File: src/design/isa_pkg.sv
package isa_pkg;

    ////////////////////////////////////////////////////////////
    // ALU operations
    ////////////////////////////////////////////////////////////

    // the ten integer operations of the RV32I base set.
    // BEQ is resolved with SUB and the zero flag of the ALU.
    typedef enum logic [3:0] {
        ALU_ADD  = 4'd0,
        ALU_SUB  = 4'd1,
        ALU_AND  = 4'd2,
        ALU_OR   = 4'd3,
        ALU_XOR  = 4'd4,
        ALU_SLL  = 4'd5,
        ALU_SRL  = 4'd6,
        ALU_SRA  = 4'd7,
        ALU_SLT  = 4'd8,
        ALU_SLTU = 4'd9
    } alu_op_t;

    ////////////////////////////////////////////////////////////
    // instruction formats
    ////////////////////////////////////////////////////////////

    // format of the decoded instruction.
    // JALR arrives as I_TYPE with is_branch set, JAL as J_TYPE.
    typedef enum logic [2:0] {
        R_TYPE = 3'd0,
        I_TYPE = 3'd1,
        S_TYPE = 3'd2,
        B_TYPE = 3'd3,
        U_TYPE = 3'd4,
        J_TYPE = 3'd5
    } encoding_t;

    // size of one instruction in bytes.
    // The link register of JAL and JALR receives pc plus this value.
    localparam int unsigned ILEN_BYTES = 4;

endpackage

File: src/design/pipe_pkg.sv
package pipe_pkg;

    ////////////////////////////////////////////////////////////
    // datapath widths
    ////////////////////////////////////////////////////////////

    // width of the integer registers and of the datapath.
    localparam int unsigned XLEN = 32;

    // width of a register index, 32 architectural registers.
    localparam int unsigned REG_IDX_W = 5;

    ////////////////////////////////////////////////////////////
    // forwarding
    ////////////////////////////////////////////////////////////

    // source of an ALU operand.
    // MEM holds the younger result and is preferred over WB.
    typedef enum logic [1:0] {
        FWD_NONE = 2'b00,
        FWD_WB   = 2'b01,
        FWD_MEM  = 2'b10
    } fwd_sel_t;

endpackage

File: src/design/alu.sv
`timescale 1ns/100ps

module alu (
    input  isa_pkg::alu_op_t            alu_op,
    input  logic [pipe_pkg::XLEN-1:0]   left_operand,
    input  logic [pipe_pkg::XLEN-1:0]   right_operand,
    output logic [pipe_pkg::XLEN-1:0]   result,
    output logic                        zero_flag
);

    // shift amount, only the low five bits count on RV32I.
    logic [4:0] shamt;

    assign shamt = right_operand[4:0];

    always_comb begin
        case (alu_op)
            isa_pkg::ALU_ADD: begin
                result = left_operand + right_operand;
            end
            isa_pkg::ALU_SUB: begin
                result = left_operand - right_operand;
            end
            isa_pkg::ALU_AND: begin
                result = left_operand & right_operand;
            end
            isa_pkg::ALU_OR: begin
                result = left_operand | right_operand;
            end
            isa_pkg::ALU_XOR: begin
                result = left_operand ^ right_operand;
            end
            isa_pkg::ALU_SLL: begin
                result = left_operand << shamt;
            end
            isa_pkg::ALU_SRL: begin
                result = left_operand >> shamt;
            end
            isa_pkg::ALU_SRA: begin
                result = $signed(left_operand) >>> shamt;
            end
            isa_pkg::ALU_SLT: begin
                result = {{(pipe_pkg::XLEN-1){1'b0}},
                          $signed(left_operand) < $signed(right_operand)};
            end
            isa_pkg::ALU_SLTU: begin
                result = {{(pipe_pkg::XLEN-1){1'b0}}, left_operand < right_operand};
            end
            default: begin
                result = '0;
            end
        endcase
    end

    // BEQ is taken when the difference of the operands is zero.
    assign zero_flag = (result == '0);

endmodule

File: src/design/forwarding_unit.sv
`timescale 1ns/100ps

module forwarding_unit (
    input  logic [pipe_pkg::REG_IDX_W-1:0] ex_rs1,
    input  logic [pipe_pkg::REG_IDX_W-1:0] ex_rs2,
    input  logic [pipe_pkg::REG_IDX_W-1:0] mem_rd,
    input  logic [pipe_pkg::REG_IDX_W-1:0] wb_rd,
    input  logic                           mem_reg_write,
    input  logic                           mem_valid,
    input  logic                           wb_reg_write,
    input  logic                           wb_valid,
    output pipe_pkg::fwd_sel_t             forward_a,
    output pipe_pkg::fwd_sel_t             forward_b
);

    // a producer only counts when it holds a live instruction that writes
    // a register other than x0.
    logic mem_produces;
    logic wb_produces;

    assign mem_produces = mem_valid && mem_reg_write && (mem_rd != '0);
    assign wb_produces  = wb_valid && wb_reg_write && (wb_rd != '0);

    // picks the newest in-flight value for one source register.
    // MEM holds the younger result and wins when both stages match.
    function automatic pipe_pkg::fwd_sel_t select_source(
        input logic mem_match,
        input logic wb_match
    );
        if (mem_match) begin
            return pipe_pkg::FWD_MEM;
        end else if (wb_match) begin
            return pipe_pkg::FWD_WB;
        end
        return pipe_pkg::FWD_NONE;
    endfunction

    assign forward_a = select_source(mem_produces && (mem_rd == ex_rs1),
                                     wb_produces && (wb_rd == ex_rs1));
    assign forward_b = select_source(mem_produces && (mem_rd == ex_rs2),
                                     wb_produces && (wb_rd == ex_rs2));

endmodule

File: src/design/execute_stage.sv
`timescale 1ns/100ps

module execute_stage (
    input  logic                        ex_valid,
    input  logic [pipe_pkg::XLEN-1:0]   ex_pc,
    input  logic [pipe_pkg::XLEN-1:0]   ex_rs1_data,
    input  logic [pipe_pkg::XLEN-1:0]   ex_rs2_data,
    input  logic [pipe_pkg::XLEN-1:0]   ex_imm,
    input  isa_pkg::alu_op_t            ex_alu_op,
    input  isa_pkg::encoding_t          ex_encoding,
    input  logic                        ex_alu_src,
    input  logic                        ex_is_branch,
    input  pipe_pkg::fwd_sel_t          forward_a,
    input  pipe_pkg::fwd_sel_t          forward_b,
    input  logic [pipe_pkg::XLEN-1:0]   mem_alu_data,
    input  logic [pipe_pkg::XLEN-1:0]   wb_data,
    output logic [pipe_pkg::XLEN-1:0]   alu_data,
    output logic [pipe_pkg::XLEN-1:0]   store_data,
    output logic                        redirect_valid,
    output logic [pipe_pkg::XLEN-1:0]   redirect_pc
);

    logic [pipe_pkg::XLEN-1:0] left_operand;
    logic [pipe_pkg::XLEN-1:0] rs2_value;
    logic [pipe_pkg::XLEN-1:0] right_operand;
    logic [pipe_pkg::XLEN-1:0] alu_result;
    logic [pipe_pkg::XLEN-1:0] pc_target;
    logic                      zero_flag;
    logic                      is_jal;
    logic                      is_jalr;

    ////////////////////////////////////////////////////////////
    // operand selection
    ////////////////////////////////////////////////////////////

    always_comb begin
        case (forward_a)
            pipe_pkg::FWD_MEM: left_operand = mem_alu_data;
            pipe_pkg::FWD_WB:  left_operand = wb_data;
            default:           left_operand = ex_rs1_data;
        endcase

        case (forward_b)
            pipe_pkg::FWD_MEM: rs2_value = mem_alu_data;
            pipe_pkg::FWD_WB:  rs2_value = wb_data;
            default:           rs2_value = ex_rs2_data;
        endcase
    end

    // the immediate is applied after forwarding, so a stale rs2 match on an
    // immediate instruction cannot replace the immediate.
    assign right_operand = ex_alu_src ? ex_imm : rs2_value;

    // stores write the forwarded rs2 value, not the one read at issue.
    assign store_data = rs2_value;

    alu i_alu (
        .alu_op        (ex_alu_op),
        .left_operand  (left_operand),
        .right_operand (right_operand),
        .result        (alu_result),
        .zero_flag     (zero_flag)
    );

    ////////////////////////////////////////////////////////////
    // control flow
    ////////////////////////////////////////////////////////////

    assign is_jal    = (ex_encoding == isa_pkg::J_TYPE);
    assign is_jalr   = (ex_encoding == isa_pkg::I_TYPE) && ex_is_branch;
    assign pc_target = ex_pc + ex_imm;

    // jumps write the link address instead of the ALU result.
    assign alu_data = (is_jal || is_jalr) ? ex_pc + pipe_pkg::XLEN'(isa_pkg::ILEN_BYTES)
                                          : alu_result;

    assign redirect_valid = ex_valid && (is_jal || is_jalr ||
                            ((ex_encoding == isa_pkg::B_TYPE) && zero_flag));

    // JALR jumps to rs1 plus imm with the lowest bit cleared.
    assign redirect_pc = is_jalr ? {alu_result[pipe_pkg::XLEN-1:1], 1'b0} : pc_target;

endmodule

File: src/design/stage_registers.sv
`timescale 1ns/100ps

module stage_registers (
    input  logic                           clk,
    input  logic                           arst_n,
    // issue port
    input  logic                           issue_valid,
    input  logic [pipe_pkg::XLEN-1:0]      pc,
    input  logic [pipe_pkg::XLEN-1:0]      rs1_data,
    input  logic [pipe_pkg::XLEN-1:0]      rs2_data,
    input  logic [pipe_pkg::XLEN-1:0]      imm,
    input  logic [pipe_pkg::REG_IDX_W-1:0] rs1,
    input  logic [pipe_pkg::REG_IDX_W-1:0] rs2,
    input  logic [pipe_pkg::REG_IDX_W-1:0] rd,
    input  isa_pkg::alu_op_t               alu_op,
    input  isa_pkg::encoding_t             encoding,
    input  logic                           alu_src,
    input  logic                           is_branch,
    input  logic                           reg_write,
    // results of the execute stage
    input  logic                           redirect_valid,
    input  logic [pipe_pkg::XLEN-1:0]      alu_data,
    input  logic [pipe_pkg::XLEN-1:0]      store_data,
    // ID/EX
    output logic                           ex_valid,
    output logic [pipe_pkg::XLEN-1:0]      ex_pc,
    output logic [pipe_pkg::XLEN-1:0]      ex_rs1_data,
    output logic [pipe_pkg::XLEN-1:0]      ex_rs2_data,
    output logic [pipe_pkg::XLEN-1:0]      ex_imm,
    output logic [pipe_pkg::REG_IDX_W-1:0] ex_rs1,
    output logic [pipe_pkg::REG_IDX_W-1:0] ex_rs2,
    output logic [pipe_pkg::REG_IDX_W-1:0] ex_rd,
    output isa_pkg::alu_op_t               ex_alu_op,
    output isa_pkg::encoding_t             ex_encoding,
    output logic                           ex_alu_src,
    output logic                           ex_is_branch,
    output logic                           ex_reg_write,
    // EX/MEM
    output logic                           mem_valid,
    output logic [pipe_pkg::REG_IDX_W-1:0] mem_rd,
    output logic                           mem_reg_write,
    output logic [pipe_pkg::XLEN-1:0]      mem_alu_data,
    output logic [pipe_pkg::XLEN-1:0]      mem_store_data,
    // MEM/WB
    output logic                           wb_valid,
    output logic [pipe_pkg::REG_IDX_W-1:0] wb_rd,
    output logic                           wb_reg_write,
    output logic [pipe_pkg::XLEN-1:0]      wb_data
);

    ////////////////////////////////////////////////////////////
    // valid bits
    ////////////////////////////////////////////////////////////

    // a taken redirect kills the instruction issued in the same cycle.
    // It sits on the wrong path behind the branch.
    always_ff @(posedge clk or negedge arst_n) begin
        if (!arst_n) begin
            ex_valid  <= 1'b0;
            mem_valid <= 1'b0;
            wb_valid  <= 1'b0;
        end else begin
            ex_valid  <= issue_valid && !redirect_valid;
            mem_valid <= ex_valid;
            wb_valid  <= mem_valid;
        end
    end

    ////////////////////////////////////////////////////////////
    // payload
    ////////////////////////////////////////////////////////////

    always_ff @(posedge clk) begin
        ex_pc          <= pc;
        ex_rs1_data    <= rs1_data;
        ex_rs2_data    <= rs2_data;
        ex_imm         <= imm;
        ex_rs1         <= rs1;
        ex_rs2         <= rs2;
        ex_rd          <= rd;
        ex_alu_op      <= alu_op;
        ex_encoding    <= encoding;
        ex_alu_src     <= alu_src;
        ex_is_branch   <= is_branch;
        ex_reg_write   <= reg_write;

        mem_rd         <= ex_rd;
        mem_reg_write  <= ex_reg_write;
        mem_alu_data   <= alu_data;
        mem_store_data <= store_data;

        // the MEM stage has no data memory, so the ALU value passes on.
        wb_rd          <= mem_rd;
        wb_reg_write   <= mem_reg_write;
        wb_data        <= mem_alu_data;
    end

endmodule

File: src/design/ex_pipeline.sv
`timescale 1ns/100ps

module ex_pipeline (
    input  logic                           clk,
    input  logic                           arst_n,
    input  logic                           issue_valid,
    input  logic [pipe_pkg::XLEN-1:0]      pc,
    input  logic [pipe_pkg::XLEN-1:0]      rs1_data,
    input  logic [pipe_pkg::XLEN-1:0]      rs2_data,
    input  logic [pipe_pkg::XLEN-1:0]      imm,
    input  logic [pipe_pkg::REG_IDX_W-1:0] rs1,
    input  logic [pipe_pkg::REG_IDX_W-1:0] rs2,
    input  logic [pipe_pkg::REG_IDX_W-1:0] rd,
    input  isa_pkg::alu_op_t               alu_op,
    input  isa_pkg::encoding_t             encoding,
    input  logic                           alu_src,
    input  logic                           is_branch,
    input  logic                           reg_write,
    output logic                           redirect_valid,
    output logic [pipe_pkg::XLEN-1:0]      redirect_pc,
    output logic                           wb_valid,
    output logic [pipe_pkg::REG_IDX_W-1:0] wb_rd,
    output logic                           wb_reg_write,
    output logic [pipe_pkg::XLEN-1:0]      wb_data,
    output logic [pipe_pkg::XLEN-1:0]      mem_store_data
);

    logic                           ex_valid;
    logic [pipe_pkg::XLEN-1:0]      ex_pc;
    logic [pipe_pkg::XLEN-1:0]      ex_rs1_data;
    logic [pipe_pkg::XLEN-1:0]      ex_rs2_data;
    logic [pipe_pkg::XLEN-1:0]      ex_imm;
    logic [pipe_pkg::REG_IDX_W-1:0] ex_rs1;
    logic [pipe_pkg::REG_IDX_W-1:0] ex_rs2;
    logic [pipe_pkg::REG_IDX_W-1:0] ex_rd;
    isa_pkg::alu_op_t               ex_alu_op;
    isa_pkg::encoding_t             ex_encoding;
    logic                           ex_alu_src;
    logic                           ex_is_branch;
    logic                           ex_reg_write;
    logic                           mem_valid;
    logic [pipe_pkg::REG_IDX_W-1:0] mem_rd;
    logic                           mem_reg_write;
    logic [pipe_pkg::XLEN-1:0]      mem_alu_data;
    logic [pipe_pkg::XLEN-1:0]      alu_data;
    logic [pipe_pkg::XLEN-1:0]      store_data;
    pipe_pkg::fwd_sel_t             forward_a;
    pipe_pkg::fwd_sel_t             forward_b;

    ////////////////////////////////////////////////////////////
    // pipeline registers
    ////////////////////////////////////////////////////////////

    stage_registers i_stage_registers (
        .clk            (clk),
        .arst_n         (arst_n),
        .issue_valid    (issue_valid),
        .pc             (pc),
        .rs1_data       (rs1_data),
        .rs2_data       (rs2_data),
        .imm            (imm),
        .rs1            (rs1),
        .rs2            (rs2),
        .rd             (rd),
        .alu_op         (alu_op),
        .encoding       (encoding),
        .alu_src        (alu_src),
        .is_branch      (is_branch),
        .reg_write      (reg_write),
        .redirect_valid (redirect_valid),
        .alu_data       (alu_data),
        .store_data     (store_data),
        .ex_valid       (ex_valid),
        .ex_pc          (ex_pc),
        .ex_rs1_data    (ex_rs1_data),
        .ex_rs2_data    (ex_rs2_data),
        .ex_imm         (ex_imm),
        .ex_rs1         (ex_rs1),
        .ex_rs2         (ex_rs2),
        .ex_rd          (ex_rd),
        .ex_alu_op      (ex_alu_op),
        .ex_encoding    (ex_encoding),
        .ex_alu_src     (ex_alu_src),
        .ex_is_branch   (ex_is_branch),
        .ex_reg_write   (ex_reg_write),
        .mem_valid      (mem_valid),
        .mem_rd         (mem_rd),
        .mem_reg_write  (mem_reg_write),
        .mem_alu_data   (mem_alu_data),
        .mem_store_data (mem_store_data),
        .wb_valid       (wb_valid),
        .wb_rd          (wb_rd),
        .wb_reg_write   (wb_reg_write),
        .wb_data        (wb_data)
    );

    ////////////////////////////////////////////////////////////
    // hazard detection and execute
    ////////////////////////////////////////////////////////////

    forwarding_unit i_forwarding_unit (
        .ex_rs1        (ex_rs1),
        .ex_rs2        (ex_rs2),
        .mem_rd        (mem_rd),
        .wb_rd         (wb_rd),
        .mem_reg_write (mem_reg_write),
        .mem_valid     (mem_valid),
        .wb_reg_write  (wb_reg_write),
        .wb_valid      (wb_valid),
        .forward_a     (forward_a),
        .forward_b     (forward_b)
    );

    // the WB forward value is the write-back data itself.
    execute_stage i_execute_stage (
        .ex_valid       (ex_valid),
        .ex_pc          (ex_pc),
        .ex_rs1_data    (ex_rs1_data),
        .ex_rs2_data    (ex_rs2_data),
        .ex_imm         (ex_imm),
        .ex_alu_op      (ex_alu_op),
        .ex_encoding    (ex_encoding),
        .ex_alu_src     (ex_alu_src),
        .ex_is_branch   (ex_is_branch),
        .forward_a      (forward_a),
        .forward_b      (forward_b),
        .mem_alu_data   (mem_alu_data),
        .wb_data        (wb_data),
        .alu_data       (alu_data),
        .store_data     (store_data),
        .redirect_valid (redirect_valid),
        .redirect_pc    (redirect_pc)
    );

endmodule

File: config.mk
export PLATFORM = sky130hd
export DESIGN_NAME = ex_pipeline
export DESIGN_NICKNAME = d
export VERILOG_FILES = /design/src/design/isa_pkg.sv /design/src/design/pipe_pkg.sv /design/src/design/alu.sv /design/src/design/forwarding_unit.sv /design/src/design/execute_stage.sv /design/src/design/stage_registers.sv /design/src/design/ex_pipeline.sv
export SDC_FILE = /design/constraint.sdc
export NUM_CORES = 1
export LEC_CHECK = 0
export BUFFER_PORTS_ARGS = -buffer_cell sky130_fd_sc_hd__buf_2
export CAP_MARGIN = 30
export CELL_PAD_IN_SITES_DETAIL_PLACEMENT = 1
export CELL_PAD_IN_SITES_GLOBAL_PLACEMENT = 2
export CORE_AREA = 2 2 257 259
export CTS_BUF_LIST = sky130_fd_sc_hd__clkbuf_16
export CTS_CLUSTER_DIAMETER = 30
export DETAILED_ROUTE_END_ITERATION = 16
export DIE_AREA = 0 0 259 261
export GPL_TIMING_DRIVEN = 1
export PLACE_DENSITY = 0.85
export SLEW_MARGIN = 10
export SYNTH_ARGS = -nofsm -noshare
export SYNTH_HDL_FRONTEND = slang
export SYNTH_HIERARCHICAL = 1
export SYNTH_SLANG_ARGS = --single-unit
File: constraint.sdc
create_clock -name clk -period 8.79 [get_ports clk]
set_clock_uncertainty 0.05 [all_clocks]
set_input_delay 1.758 -clock clk [delete_from_list [all_inputs] [get_ports clk]]
set_output_delay 1.758 -clock clk [all_outputs]
set_load 0.05 [all_outputs]
==> metrics.yaml <==
arrival_ps: 7460
fin_nets: 3411
relSlewSlack: 0.2744
drtPass1Iterations: 6
hpwl_microns: 100400
grt_max_degree: 74
synthTopCellsByArea: "dfxtp_1 (25%), ha_1 (8.2%), mux4_2 (5.2%)"
reg2reg_to: "i_stage_registers/ex_valid"
rsz0062_at_grt: "true"
vias: 24335
core_area_sq_mm: 0.06504
grt_pass1_wl_microns: 176700
dp_slack_ps: -647.3
synth_cell_types: 104
critPathMaxFanout: 7
hold_viol_final: 0
syn_inst: 2512
fin_crit_sh: 1.055
ant_nets: 0
holdPathStages: 0
fin_util: 0.4420
reg2reg_depth: 30
p_total_w: 0.005877
tightest_slew_ps: 1079
start_util: 0.3153
yosysSeqAreaShare: 0.2584
root_buffer: "clkbuf_16"
synth_seq_cells: 264
synth_top_cell_by_area: "dfxtp_1"
setup_viol: 2
drive_above_1_share: 0.3381
die_h_microns: 261
routed_via_density: 6.032
ioPinCount: 260
slowest_stage: "or4b_4"
max-vdd-ir-drop_v: 0.0001853
hp-class: "reg2reg"
drc: 0
r2r_start: "i_stage_registers/mem_rd[0]"
portBuffers: 259
clk_latency_ps: 640
row_count: 94
powerDensity_mw_per_mm2: 204.4
drtIter0Drc: 2164
grtUsageTotal: 0.3580
avgSynthCellArea_sq_um: 8.164
area_growth_pct: 40.18
final_max_slew_viol_count: 0
synth_edf_count: 0
synth_area_sq_mm: 0.02051
cp.required_ps: 6980
p_leak_nw: 12.56
worst_hold_startpoint: "i_stage_registers/ex_rd[4]"
cts_hold_buf: 0
grt_overflow: 0
setup.worst_path.end_class: "output pin"
dp.cells: 3893
antenna_found_initial: 3
numClockSinks: 264
gp_congestion: 1.054
critPathKind: "reg2out"
synth_ff_type: "dfxtp_1"
rrSetupSlack_ps: 1810
grt_pass1_vias: 25102
post_drt_wl_per_cell_microns: 31.19
status: "complete, but fails checks"
cpPeakStageDelay_ps: 620
startpoint_type: "flop"
period_minus_slack_ps: 9271
htreeDepth: 2
synth_fp_nets: 2805
synthArstFlopShare: 0.01136
timing.final.ws_setup_ps: -480.8
die-area_sq_mm: 0.06760
cap_violations: 0
fin_cells: 4034
cts_tree: "yes"
min_to: "i_stage_registers/mem_rd[4]"
ctsLongestPathBuffers: 3
drt_wl_total_microns: 125800
cts.clk_slew.worst_paths_ps: 50
synth.top_cell.area_share: 0.2548
yosys_warnings: 6
die_x_microns: 259
violations: "setup timing"
cts_buffers: 58
max_clock_freq_mhz: 107.9
worst max-delay path: cells and delay by family (launching register included):
kind            cells  cell delay [ps]
buf+inv             8             1190
flops               1              350
compound gates      5             1020
simple gates       12             3240
mux                 1              200
fa+ha+maj           2              660
xor+xnor            1              140
metal layers:
layer / vias to the layer above / GRT usage / share of wire
li1: 10574 / - / -
met1: 12233 / 0.4253 / 0.39
met2: 1168 / 0.5984 / 0.46
met3: 354 / 0.05749 / 0.063
met4: 6 / 0.2389 / 0.079
met5: - / 0 / 0.00032
power by group:
group	internal [W]	leakage, nW	switching, W
logic	0.000765	9.29	0.00133
registers	0.00130	2.24	0.000123
clock network	0.00157	1.04	0.000784
logic make-up after synthesis:
kind of cell               synth area share
AOI/OAI and AO/OA                    0.2615
muxes                                0.1226
DFF                                  0.2584
buffers and inverters               0.06015
and+or+nand+nor                      0.1772
adders and majority gates           0.08468
xor gates and xnor gates            0.03545
synthesized netlist by cell type, types with 30 or more instances:
cell        n
dfxtp_1   261
nand2_1   238
nor2_1    204
a21oi_1   174
o21ai_0   172
ha_1      134
clkbuf_1  117
inv_1     114
a22oi_1    80
mux2_2     70
nand3_1    62
mux2i_1    60
nor3_1     49
mux4_2     47
xnor2_1    46
o211ai_1   38
xor2_1     37
a211oi_1   35
buf_2      30
nand4_1    30
registers in the layout, indices dropped and copies added (netlist names), 3 cells and up:
| signal | count |
|---|---|
| i_stage_registers/ex_rs2_data | 32 |
| i_stage_registers/mem_rd | 5 |
| i_stage_registers/mem_alu_data | 32 |
| i_stage_registers/ex_encoding | 3 |
| i_stage_registers/ex_rs2 | 5 |
| i_stage_registers/ex_rd | 5 |
| i_stage_registers/ex_rs1 | 5 |
| i_stage_registers/ex_rs1_data | 32 |
| i_stage_registers/wb_rd | 5 |
| i_stage_registers/mem_store_data | 32 |
| i_stage_registers/ex_pc | 32 |
| i_stage_registers/wb_data | 32 |
| i_stage_registers/ex_alu_op | 4 |
| i_stage_registers/ex_imm | 32 |
worst max path at each step:
stage                                      from             end  depth (start not counted)
finish              i_stage_registers/mem_rd[0]  redirect_valid                         29
global route        i_stage_registers/mem_rd[3]  redirect_valid                         29
CTS                 i_stage_registers/mem_rd[3]  redirect_valid                         28
detailed placement  i_stage_registers/mem_rd[3]  redirect_valid                         28
global placement    i_stage_registers/mem_rd[3]  redirect_valid                         28
floorplan           i_stage_registers/mem_rd[3]  redirect_valid                         30
layout make-up:
class | instances | area [sq um]
fill | 7667 | 36290
multi-input combinational | 1946 | 14560
sequential | 264 | 5304
timing repair buffer | 732 | 5233
clock buffer | 58 | 1451
tap | 864 | 1081
clock inverter | 52 | 680.7
inverter | 116 | 435.4
antenna | 2 | 5.005
layout by cell type, fill, tap and decap left out, types with 12 or more instances in the layout:
| cell type | netlist | layout |
|---|---|---|
| o31ai_1 | 23 | 19 |
| xor2_1 | 37 | 37 |
| nor2_1 | 204 | 204 |
| and3_1 | 20 | 19 |
| buf_2 | 30 | 255 |
| mux4_2 | 47 | 47 |
| nand2_1 | 238 | 237 |
| a211oi_1 | 35 | 29 |
| a22oi_1 | 80 | 78 |
| clkbuf_16 | 0 | 60 |
| xnor2_1 | 46 | 46 |
| o22ai_1 | 19 | 19 |
| o211ai_1 | 38 | 38 |
| mux2i_1 | 60 | 58 |
| o221ai_1 | 14 | 14 |
| nor4_1 | 27 | 20 |
| o21ai_1 | 3 | 17 |
| ha_1 | 134 | 116 |
| buf_12 | 0 | 23 |
| nor2b_1 | 25 | 23 |
| inv_1 | 114 | 116 |
| o21a_1 | 12 | 12 |
| and2_1 | 14 | 14 |
| a211o_1 | 12 | 12 |
| nor3_1 | 49 | 48 |
| a31oi_1 | 17 | 16 |
| nand3_1 | 62 | 61 |
| a21oi_1 | 174 | 169 |
| nand2b_1 | 18 | 18 |
| bufinv_16 | 0 | 12 |
| a21o_1 | 20 | 20 |
| o21ai_0 | 172 | 148 |
| a221oi_1 | 15 | 14 |
| or3_1 | 16 | 16 |
| buf_4 | 5 | 438 |
| mux2_2 | 70 | 64 |
| dfxtp_1 | 261 | 260 |
| nand4_1 | 30 | 30 |
repair_timing:
item	CTS	global route
gates cloned	0	2
setup buffers	15	11
gates resized for setup	96	47
pin swaps	19	19
endpoints found under the setup margin	14	7
stage by stage:
stage	cell area [sq um]	hold slack, ps	setup TNS (ps)
after floorplan	20520	259.6	-62.87
after global placement	25760	264.7	-638.4
after detailed placement	25770	264.3	-938.1
after CTS	28420	280.1	-341.9
after global routing	28740	283.8	-846.9
final	28750	276.9	-496.8
(Power assumes the default switching activity.)
